--- config.mk ---
export PLATFORM = sky130hd
export DESIGN_NAME = qspi_subsystem
export DESIGN_NICKNAME = d
export VERILOG_FILES = /design/src/qspi_pkg.sv /design/src/qspi_subsystem.sv /design/src/qspi_shift_engine.sv /design/src/qspi_reg_stage.sv /design/src/axil_port_arbiter.sv
export SDC_FILE = /design/constraint.sdc
export NUM_CORES = 1
export LEC_CHECK = 0
export BUFFER_PORTS_ARGS = -buffer_cell sky130_fd_sc_hd__buf_2
export CAP_MARGIN = 40
export CORE_ASPECT_RATIO = 1.5
export CORE_MARGIN = 5
export CORE_UTILIZATION = 30
export DETAILED_ROUTE_END_ITERATION = 7
export PLACE_DENSITY = 0.6
export SLEW_MARGIN = 20
export SYNTH_ARGS = -nofsm -noshare
export SYNTH_HDL_FRONTEND = slang
export SYNTH_SLANG_ARGS = --single-unit
--- constraint.sdc ---
create_clock -name aclk -period 2.4 [get_ports aclk]
set_clock_uncertainty 0.2 [all_clocks]
set_input_delay 0.6 -clock aclk [delete_from_list [all_inputs] [get_ports aclk]]
set_output_delay 0.6 -clock aclk [all_outputs]
set_load 0.02 [all_outputs]
--- src/qspi_pkg.sv ---
package qspi_pkg;

    localparam int AXI_ADDR_W = 12;
    localparam int AXI_DATA_W = 32;
    localparam int NUM_PORTS  = 2;   // 0 is PS, 1 is PCIe
    localparam int CLKDIV_W   = 4;

    // Word offsets of the register file
    typedef enum logic [AXI_ADDR_W-1:0] {
        REG_CTRL   = 12'h000,
        REG_TXDATA = 12'h004,
        REG_RXDATA = 12'h008,
        REG_STATUS = 12'h00C
    } reg_addr_e;

    typedef enum logic [2:0] {
        SH_IDLE,
        SH_SETUP,   // CSn low, first bit on the wire
        SH_LOW,
        SH_HIGH,
        SH_DONE
    } shift_state_e;

    // AXI4-Lite master to slave
    typedef struct packed {
        logic [AXI_ADDR_W-1:0]   awaddr;
        logic                    awvalid;
        logic [AXI_DATA_W-1:0]   wdata;
        logic [AXI_DATA_W/8-1:0] wstrb;
        logic                    wvalid;
        logic                    bready;
        logic [AXI_ADDR_W-1:0]   araddr;
        logic                    arvalid;
        logic                    rready;
    } axil_m2s_t;

    // AXI4-Lite slave to master
    typedef struct packed {
        logic                  awready;
        logic                  wready;
        logic [1:0]            bresp;
        logic                  bvalid;
        logic                  arready;
        logic [AXI_DATA_W-1:0] rdata;
        logic [1:0]            rresp;
        logic                  rvalid;
    } axil_s2m_t;

    typedef struct packed {
        logic                    valid;
        logic                    write;
        logic [AXI_ADDR_W-1:0]   addr;
        logic [AXI_DATA_W-1:0]   wdata;
        logic [AXI_DATA_W/8-1:0] wstrb;
    } reg_req_t;

    typedef struct packed {
        logic                  valid;
        logic [AXI_DATA_W-1:0] rdata;
        logic                  err;
    } reg_rsp_t;

    typedef struct packed {
        logic                valid;
        logic                quad;
        logic [CLKDIV_W-1:0] clkdiv;
        logic                cs_hold;
        logic                cs_release;   // Raise CSn, no byte
        logic [7:0]          data;
    } spi_cmd_t;

    typedef struct packed {
        logic       busy;
        logic       done;
        logic [7:0] rx_data;
    } spi_rsp_t;

endpackage
--- src/qspi_subsystem.sv ---
`timescale 1ns/1ps

module qspi_subsystem (
    input  logic                aclk,
    input  logic                arst_n,
    input  qspi_pkg::axil_m2s_t ps_m2s,
    output qspi_pkg::axil_s2m_t ps_s2m,
    input  qspi_pkg::axil_m2s_t pcie_m2s,
    output qspi_pkg::axil_s2m_t pcie_s2m,
    output logic                sck,
    output logic                csn,
    input  logic [3:0]          miso,
    output logic [3:0]          mosi
);

    qspi_pkg::reg_req_t req;
    qspi_pkg::reg_rsp_t rsp;
    qspi_pkg::spi_cmd_t cmd;
    qspi_pkg::spi_rsp_t spi;

    // One access at a time from either bus
    axil_port_arbiter arb_i (
        .aclk     (aclk),
        .arst_n   (arst_n),
        .ps_m2s   (ps_m2s),
        .ps_s2m   (ps_s2m),
        .pcie_m2s (pcie_m2s),
        .pcie_s2m (pcie_s2m),
        .req      (req),
        .rsp      (rsp)
    );

    qspi_reg_stage regs_i (
        .aclk   (aclk),
        .arst_n (arst_n),
        .req    (req),
        .rsp    (rsp),
        .cmd    (cmd),
        .spi    (spi)
    );

    qspi_shift_engine shift_i (
        .aclk   (aclk),
        .arst_n (arst_n),
        .cmd    (cmd),
        .rsp    (spi),
        .sck    (sck),
        .csn    (csn),
        .miso   (miso),
        .mosi   (mosi)
    );

endmodule

--- src/qspi_shift_engine.sv ---
`timescale 1ns/1ps

module qspi_shift_engine (
    input  logic               aclk,
    input  logic               arst_n,
    input  qspi_pkg::spi_cmd_t cmd,
    output qspi_pkg::spi_rsp_t rsp,
    output logic               sck,
    output logic               csn,
    input  logic [3:0]         miso,
    output logic [3:0]         mosi
);

    qspi_pkg::shift_state_e          state;
    logic [qspi_pkg::CLKDIV_W-1:0]   div_cnt;
    logic [qspi_pkg::CLKDIV_W-1:0]   clkdiv_q;
    logic [2:0]                      bit_cnt;    // Beats left after the current one
    logic                            quad_q;
    logic                            cs_hold_q;
    logic [7:0]                      tx_sr;
    logic [7:0]                      rx_sr;
    logic [7:0]                      tx_next;
    logic                            half_done;

    // Lines driven for the top of a shift register
    function automatic logic [3:0] lanes(input logic quad, input logic [7:0] sr);
        logic [3:0] out;
        out = quad ? sr[7:4] : {3'b000, sr[7]};
        return out;
    endfunction

    assign half_done = div_cnt == clkdiv_q;
    assign tx_next   = quad_q ? {tx_sr[3:0], 4'b0} : {tx_sr[6:0], 1'b0};

    always_ff @(posedge aclk or negedge arst_n) begin
        if (!arst_n) begin
            state     <= qspi_pkg::SH_IDLE;
            div_cnt   <= '0;
            clkdiv_q  <= '0;
            bit_cnt   <= '0;
            quad_q    <= 1'b0;
            cs_hold_q <= 1'b0;
            sck       <= 1'b0;
            csn       <= 1'b1;
            mosi      <= '0;
        end else begin
            case (state)
                qspi_pkg::SH_IDLE: begin
                    if (cmd.valid) begin
                        quad_q    <= cmd.quad;
                        clkdiv_q  <= cmd.clkdiv;
                        cs_hold_q <= cmd.cs_hold;
                        bit_cnt   <= cmd.quad ? 3'd1 : 3'd7;
                        div_cnt   <= '0;
                        csn       <= 1'b0;
                        mosi      <= lanes(cmd.quad, cmd.data);   // Half period ahead of SCK
                        state     <= qspi_pkg::SH_SETUP;
                    end else if (cmd.cs_release) begin
                        csn <= 1'b1;
                    end
                end
                qspi_pkg::SH_SETUP, qspi_pkg::SH_LOW: begin
                    if (half_done) begin
                        div_cnt <= '0;
                        sck     <= 1'b1;   // Rising edge, flash samples
                        state   <= qspi_pkg::SH_HIGH;
                    end else begin
                        div_cnt <= div_cnt + 1'b1;
                    end
                end
                qspi_pkg::SH_HIGH: begin
                    if (half_done) begin
                        div_cnt <= '0;
                        sck     <= 1'b0;
                        if (bit_cnt == 3'd0) begin
                            state <= qspi_pkg::SH_DONE;
                        end else begin
                            bit_cnt <= bit_cnt - 3'd1;
                            mosi    <= lanes(quad_q, tx_next);
                            state   <= qspi_pkg::SH_LOW;
                        end
                    end else begin
                        div_cnt <= div_cnt + 1'b1;
                    end
                end
                qspi_pkg::SH_DONE: begin
                    csn   <= !cs_hold_q;
                    state <= qspi_pkg::SH_IDLE;
                end
                default: state <= qspi_pkg::SH_IDLE;
            endcase
        end
    end

    // Data shifters
    always_ff @(posedge aclk) begin
        if (state == qspi_pkg::SH_IDLE && cmd.valid) begin
            tx_sr <= cmd.data;
        end else if (state == qspi_pkg::SH_HIGH && half_done) begin
            tx_sr <= tx_next;   // Falling edge
        end
        if ((state == qspi_pkg::SH_SETUP || state == qspi_pkg::SH_LOW) && half_done) begin
            if (quad_q) begin
                rx_sr <= {rx_sr[3:0], miso};
            end else begin
                rx_sr <= {rx_sr[6:0], miso[1]};   // Standard flash returns on IO1
            end
        end
    end

    assign rsp.busy    = state != qspi_pkg::SH_IDLE;
    assign rsp.done    = state == qspi_pkg::SH_DONE;
    assign rsp.rx_data = rx_sr;

endmodule

--- src/qspi_reg_stage.sv ---
`timescale 1ns/1ps

module qspi_reg_stage (
    input  logic               aclk,
    input  logic               arst_n,
    input  qspi_pkg::reg_req_t req,
    output qspi_pkg::reg_rsp_t rsp,
    output qspi_pkg::spi_cmd_t cmd,
    input  qspi_pkg::spi_rsp_t spi
);

    logic                                ctrl_quad;
    logic [qspi_pkg::CLKDIV_W-1:0]       ctrl_clkdiv;
    logic                                ctrl_cs_hold;
    logic [7:0]                          tx_data;
    logic [7:0]                          rx_data;
    logic [7:0]                          byte_cnt;   // Wraps at 256
    logic                                busy;
    logic [qspi_pkg::AXI_DATA_W-1:0]     ctrl_word;
    logic [qspi_pkg::AXI_DATA_W-1:0]     status_word;
    logic [qspi_pkg::AXI_DATA_W-1:0]     rd_data;
    logic                                acc_err;
    logic [7:0]                          ctrl_lo;
    logic [7:0]                          ctrl_hi;
    qspi_pkg::spi_cmd_t                  cmd_q;
    qspi_pkg::reg_rsp_t                  rsp_q;

    // Command in flight counts as busy before the engine answers
    assign busy = spi.busy || cmd_q.valid;

    assign ctrl_word   = {23'b0, ctrl_cs_hold, ctrl_clkdiv, 3'b0, ctrl_quad};
    assign status_word = {16'b0, byte_cnt, 7'b0, busy};

    // CTRL bytes after byte strobes
    assign ctrl_lo = req.wstrb[0] ? req.wdata[7:0]  : ctrl_word[7:0];
    assign ctrl_hi = req.wstrb[1] ? req.wdata[15:8] : ctrl_word[15:8];

    always_comb begin
        rd_data = '0;
        acc_err = 1'b0;
        case (qspi_pkg::reg_addr_e'(req.addr))
            qspi_pkg::REG_CTRL: rd_data = ctrl_word;
            qspi_pkg::REG_TXDATA: begin
                rd_data = {24'b0, tx_data};
                acc_err = req.write && busy;   // No new byte while shifting
            end
            qspi_pkg::REG_RXDATA: begin
                rd_data = {24'b0, rx_data};
                acc_err = req.write;
            end
            qspi_pkg::REG_STATUS: begin
                rd_data = status_word;
                acc_err = req.write;
            end
            default: acc_err = 1'b1;   // Unmapped, reads give 0
        endcase
    end

    always_ff @(posedge aclk or negedge arst_n) begin
        if (!arst_n) begin
            ctrl_quad    <= 1'b0;
            ctrl_clkdiv  <= '0;
            ctrl_cs_hold <= 1'b0;
            tx_data      <= '0;
            rx_data      <= '0;
            byte_cnt     <= '0;
            cmd_q        <= '0;
            rsp_q        <= '0;
        end else begin
            cmd_q.valid      <= 1'b0;
            cmd_q.cs_release <= 1'b0;
            rsp_q.valid      <= req.valid;
            if (req.valid) begin
                rsp_q.rdata <= (req.write || acc_err) ? '0 : rd_data;
                rsp_q.err   <= acc_err;
            end

            if (req.valid && req.write && !acc_err) begin
                case (qspi_pkg::reg_addr_e'(req.addr))
                    qspi_pkg::REG_CTRL: begin
                        ctrl_quad    <= ctrl_lo[0];
                        ctrl_clkdiv  <= ctrl_lo[7:4];
                        ctrl_cs_hold <= ctrl_hi[0];
                        if (!ctrl_hi[0] && !busy) begin
                            cmd_q.cs_release <= 1'b1;   // Let CSn go high
                        end
                    end
                    qspi_pkg::REG_TXDATA: begin
                        tx_data       <= req.wdata[7:0];
                        cmd_q.valid   <= 1'b1;
                        cmd_q.quad    <= ctrl_quad;
                        cmd_q.clkdiv  <= ctrl_clkdiv;
                        cmd_q.cs_hold <= ctrl_cs_hold;
                        cmd_q.data    <= req.wdata[7:0];
                    end
                    default: ;
                endcase
            end

            if (spi.done) begin
                rx_data  <= spi.rx_data;
                byte_cnt <= byte_cnt + 8'd1;
            end
        end
    end

    assign cmd = cmd_q;
    assign rsp = rsp_q;

endmodule

--- src/axil_port_arbiter.sv ---
`timescale 1ns/1ps

module axil_port_arbiter (
    input  logic                aclk,
    input  logic                arst_n,
    input  qspi_pkg::axil_m2s_t ps_m2s,
    output qspi_pkg::axil_s2m_t ps_s2m,
    input  qspi_pkg::axil_m2s_t pcie_m2s,
    output qspi_pkg::axil_s2m_t pcie_s2m,
    output qspi_pkg::reg_req_t  req,
    input  qspi_pkg::reg_rsp_t  rsp
);

    typedef enum logic [1:0] {ARB_IDLE, ARB_ISSUE, ARB_WAIT, ARB_HOLD} arb_state_e;

    arb_state_e                            state;
    qspi_pkg::axil_m2s_t                   m2s [qspi_pkg::NUM_PORTS];
    qspi_pkg::axil_s2m_t                   s2m [qspi_pkg::NUM_PORTS];
    logic [qspi_pkg::NUM_PORTS-1:0]        want;
    logic                                  pick;
    logic                                  sel;        // Granted port
    logic                                  last;       // Port served last
    logic                                  sel_write;
    logic                                  req_valid;
    logic [qspi_pkg::AXI_ADDR_W-1:0]       req_addr;
    logic [qspi_pkg::AXI_DATA_W-1:0]       req_wdata;
    logic [qspi_pkg::AXI_DATA_W/8-1:0]     req_wstrb;
    logic [qspi_pkg::AXI_DATA_W-1:0]       rsp_data;
    logic                                  rsp_err;

    assign m2s[0]   = ps_m2s;
    assign m2s[1]   = pcie_m2s;
    assign ps_s2m   = s2m[0];
    assign pcie_s2m = s2m[1];

    always_comb begin
        for (int p = 0; p < qspi_pkg::NUM_PORTS; p++) begin
            want[p] = (m2s[p].awvalid && m2s[p].wvalid) || m2s[p].arvalid;
        end
        pick = (want[0] && want[1]) ? ~last : want[1];   // Round robin on a tie
    end

    always_ff @(posedge aclk or negedge arst_n) begin
        if (!arst_n) begin
            state     <= ARB_IDLE;
            sel       <= 1'b0;
            last      <= 1'b0;
            sel_write <= 1'b0;
            req_valid <= 1'b0;
        end else begin
            req_valid <= 1'b0;
            case (state)
                ARB_IDLE: if (|want) begin
                    sel       <= pick;
                    sel_write <= m2s[pick].awvalid && m2s[pick].wvalid;   // Write first
                    state     <= ARB_ISSUE;
                end
                ARB_ISSUE: begin
                    req_valid <= 1'b1;
                    state     <= ARB_WAIT;
                end
                ARB_WAIT: if (rsp.valid) state <= ARB_HOLD;
                ARB_HOLD: if (sel_write ? m2s[sel].bready : m2s[sel].rready) begin
                    last  <= sel;
                    state <= ARB_IDLE;
                end
                default: state <= ARB_IDLE;
            endcase
        end
    end

    // Request payload and held response
    always_ff @(posedge aclk) begin
        if (state == ARB_ISSUE) begin
            req_addr  <= sel_write ? m2s[sel].awaddr : m2s[sel].araddr;
            req_wdata <= m2s[sel].wdata;
            req_wstrb <= sel_write ? m2s[sel].wstrb : '0;
        end
        if (state == ARB_WAIT && rsp.valid) begin
            rsp_data <= rsp.rdata;
            rsp_err  <= rsp.err;
        end
    end

    assign req = '{valid: req_valid, write: sel_write, addr: req_addr,
                   wdata: req_wdata, wstrb: req_wstrb};

    always_comb begin
        for (int p = 0; p < qspi_pkg::NUM_PORTS; p++) begin
            s2m[p]         = '0;
            s2m[p].awready = state == ARB_ISSUE && sel == 1'(p) && sel_write;
            s2m[p].wready  = state == ARB_ISSUE && sel == 1'(p) && sel_write;
            s2m[p].arready = state == ARB_ISSUE && sel == 1'(p) && !sel_write;
            s2m[p].bvalid  = state == ARB_HOLD && sel == 1'(p) && sel_write;
            s2m[p].rvalid  = state == ARB_HOLD && sel == 1'(p) && !sel_write;
            s2m[p].bresp   = rsp_err ? 2'b10 : 2'b00;
            s2m[p].rresp   = rsp_err ? 2'b10 : 2'b00;
            s2m[p].rdata   = rsp_data;
        end
    end

endmodule

==> reports/metrics.cfg <==
[timing]
timing.final.crit_share_pct=95.60
timing.final.max_slew_violations=0
period_minus_slack_ns=2.294
report.final.setup_viol=0
worst_slew_pin_slew_ns=0.7238
max-slew-margin-rel_pct=51.75
final_hold_viol_count=0
final.setup.tns_ns=0
maxClockFrequency_mhz=435.8

[synth]
synth_cells=503
postSynthAreaPerCell_um2=13.38
yosys-top-cells-count=dfrtp_1, buf_4, edfxtp_1, mux2_2, nand2_1
synthDominantCellAreaShare_pct=30.87
post-synth-top-count-cell=dfrtp_1
synth_enable_flop_cells=55
post_synth_num_cell_types=62
post_synth_main_area_contributors=dfrtp_1, edfxtp_1, mux2_2, buf_4, mux4_2
synthesis.yosys.warnings=0
ys_flop_type=dfrtp_1
asyncSetResetFlopFracSynth_pct=60.43
synth_top_cell_by_area=dfrtp_1
seq_area_frac_synth_pct=55.80
netlist_area_um2=6729
ys_ff_latch=139

[critical_path]
timing.critical_path.max_delay_family=flip-flops
cp_cell_sequence=inv_1 > ha_2 > nor3b_2 > buf_2
critPathKind=flip-flop to primary output
critical-path-max-stage-delay_ns=0.41
worstPathMaxFanout=5
worstPathArrival_ns=1.49
crit_path_end_kind=primary output
worstSetupStartpointType=flip-flop
crit_path_top_delay_cell=dfrtp_1
critPathBufInv=2
crit_required_ns=1.60

[cells_and_area]
instances_no_fill=926
area_growth_pct=21.72
n_antenna_cell=0
layout.cell_area.non_filler_um2=8190
drive_gt1_share_pct=44.00
num-nets-final=781

[run_status]
run_status=complete, no violations

[clocking]
clock_tree.htree_level_count=4
post_cts_buffers=0
tritoncts_num_sinks=139
clock_tree.root_cell=clkbuf_16
worst_skew_pair_later_pin_latency_ns=0.42
cts_tree=done
tritoncts.num_buffers=17
clockBufferDepth=2
path_clk_slew_ns=0.06

[global_routing]
global_route.peak_usage_layer=met2
largest_net_degree_at_the_start_of_global_routing=34
use_met2_pct=20.26
via_count_of_the_first_global_routing_pass=4377
antenna_found_initial=0
met1_track_demand_over_resource_pct=12.93
grt_pass1_wl_um=23110
groute.usage.overall_pct=11.24
global_routing_met3_resource_utilization_pct=2.209
global_route.overflow_total=0

[floorplan]
placeableCoreArea_um2=22220
initial_core_util_pct=30.29
die_area_um2=25590
x_dimension_of_the_die_um=132.3
i_o_pin_total=224
die_h_um=193.4
core.rowCount=67

[place]
io_buffer_count=137
dp_hpwl_um=10820
finalWeightedCongestion=0.7694
numPlacedInstances=893
placedInstanceArea_um2=7582

[routing]
post_drt_via_cell_ratio=4.613
first_pass_detailed_route_iteration_total=5
route.detailed.drc=0
drt_iter0_markers=150
antenna_violating_nets_post_route=0
wl_um=14250
drt-wirelength-per-cell_um=15.38
via_count=4272

[power]
powerDensity_nw_per_um2=978.4
power_leakage_nw=3.703
fin_total_pwr_mw=8.013
ir_drop_uv=330.6

[hold_path]
class_of_the_tightest_hold_or_removal_check=flip-flop to flip-flop

[job]
maxCapViolCount=0

## final timing paths
kind / startpoint / endpoint / slack (ns) / cells past startpoint
worst max-delay path: arb_i.state[1]$_DFFE_PN0P_ / ps_s2m[35] / 0.11 / 4
worst min-delay path: regs_i.rsp[1]$_DFFE_PN0P_ / arb_i.rsp_data[0]$_DFFE_PP_ / 0.25 / 0
worst max register to register: arb_i.req_addr[1]$_DFFE_PP_ / regs_i.ctrl_clkdiv[1]$_DFFE_PN0P_ / 0.17 / 5
worst min register to register: regs_i.rsp[1]$_DFFE_PN0P_ / arb_i.rsp_data[0]$_DFFE_PP_ / 0.25 / 0
max in group asynchronous: arst_n / arb_i.state[0]$_DFFE_PN0P_ / 1.00 / 3
min in group asynchronous: arst_n / shift_i.mosi[1]$_DFFE_PN0P_ / 0.47 / 2
## timing repair
action | 4_1_cts | 5_1_grt
gates resized for setup | 0 | 6
hold buffers | 1 | 0
endpoints found under the setup margin | 0 | 8
endpoints found under the hold margin | 28 | 0
## cells by family (layout without fill, tap and decap cells)
family	Yosys count	count (layout)	synth area share, %
DFF	139	139	55.80
and+or+nand+nor	96	96	8.404
buffers and inverters	92	204	8.590
muxes	87	87	16.94
AOI/OAI and AO/OA	68	68	7.159
xor gates and xnor gates	12	12	1.562
adders and majority gates	8	8	1.488
other	1	36	0.05573
## per-stage QoR
stage / utilization (%) / hold slack [ns] / setup WS [ns]
2_1_floorplan: - / 0.1044 / 0.02939
3_3_place_gp: 34.13 / 0.2417 / 0.09983
3_5_place_dp: 34.13 / 0.2431 / 0.09157
4_1_cts: 36.76 / 0.2575 / 0.07353
5_1_grt: 36.87 / 0.2636 / -0.01382
6_report: 36.87 / 0.2541 / 0.1055
## worst register-to-register path: stages (launching register included)
cell and delay [ns]:
edfxtp_1 0.38, nor4_2 0.31, buf_4 0.17, nand4_2 0.19
or4_4 0.54, mux2_4 0.33
## cells in the final DEF, fill, tap and decap left out, drive strengths merged, types with 3 or more instances in the layout
cell type / Yosys / layout
mux4: 14 / 14
o2bb2ai: 4 / 4
a22o: 13 / 13
nor2: 12 / 12
o21ai: 17 / 17
edfxtp: 55 / 55
clkinvlp: 0 / 3
xnor2: 6 / 6
nor4: 9 / 9
nand2: 26 / 26
nor3b: 4 / 4
dfrtp: 83 / 83
nand4: 5 / 5
clkinv: 1 / 4
a21oi: 13 / 13
inv: 10 / 16
and3: 6 / 6
conb: 1 / 36
mux2: 60 / 60
mux2i: 13 / 13
ha: 8 / 8
xor2: 6 / 6
a22oi: 3 / 3
nand3: 5 / 5
a31oi: 3 / 3
clkbuf: 17 / 19
nand2b: 5 / 5
nor2b: 7 / 7
nor3: 3 / 3
buf: 64 / 160
or4: 4 / 4
## sequential cells by signal (all words and copies together) (netlist names), 3 cells and up
name / cells
regs_i.rsp: 18
arb_i.rsp_data: 16
arb_i.req_addr: 12
arb_i.req_wdata: 9
regs_i.byte_cnt: 8
regs_i.cmd: 8
regs_i.rx_data: 8
regs_i.tx_data: 8
shift_i.rx_sr: 8
shift_i.tx_sr: 7
regs_i.ctrl_clkdiv: 4
shift_i.clkdiv_q: 4
shift_i.div_cnt: 4
shift_i.mosi: 4
shift_i.bit_cnt: 3
shift_i.state: 3
## report_power, final
part | leakage (nW) | switching (mW) | internal [mW]
registers | 1.64 | 0.262 | 3.09
clock network | 0.273 | 1.05 | 1.48
logic | 1.79 | 1.20 | 0.935
total | 3.70 | 2.51 | 5.50
## per-layer routing
metal	up-vias	wire [um]
li1	2033	-
met1	2098	5785
met2	125	7579
met3	16	687
met4	0	192
met5	-	0
## area by class of cell
type | instances | area (um2)
clock inverters | 13 | 130.1
well taps | 276 | 345.3
fillers | 2124 | 14020
clock buffers | 19 | 442.9
multi-input cells | 307 | 2550
flip-flops and latches | 139 | 3755
repair buffers | 161 | 925.9
inverters | 11 | 41.29
No activity file was read; power rests on OpenSTA's default activity.
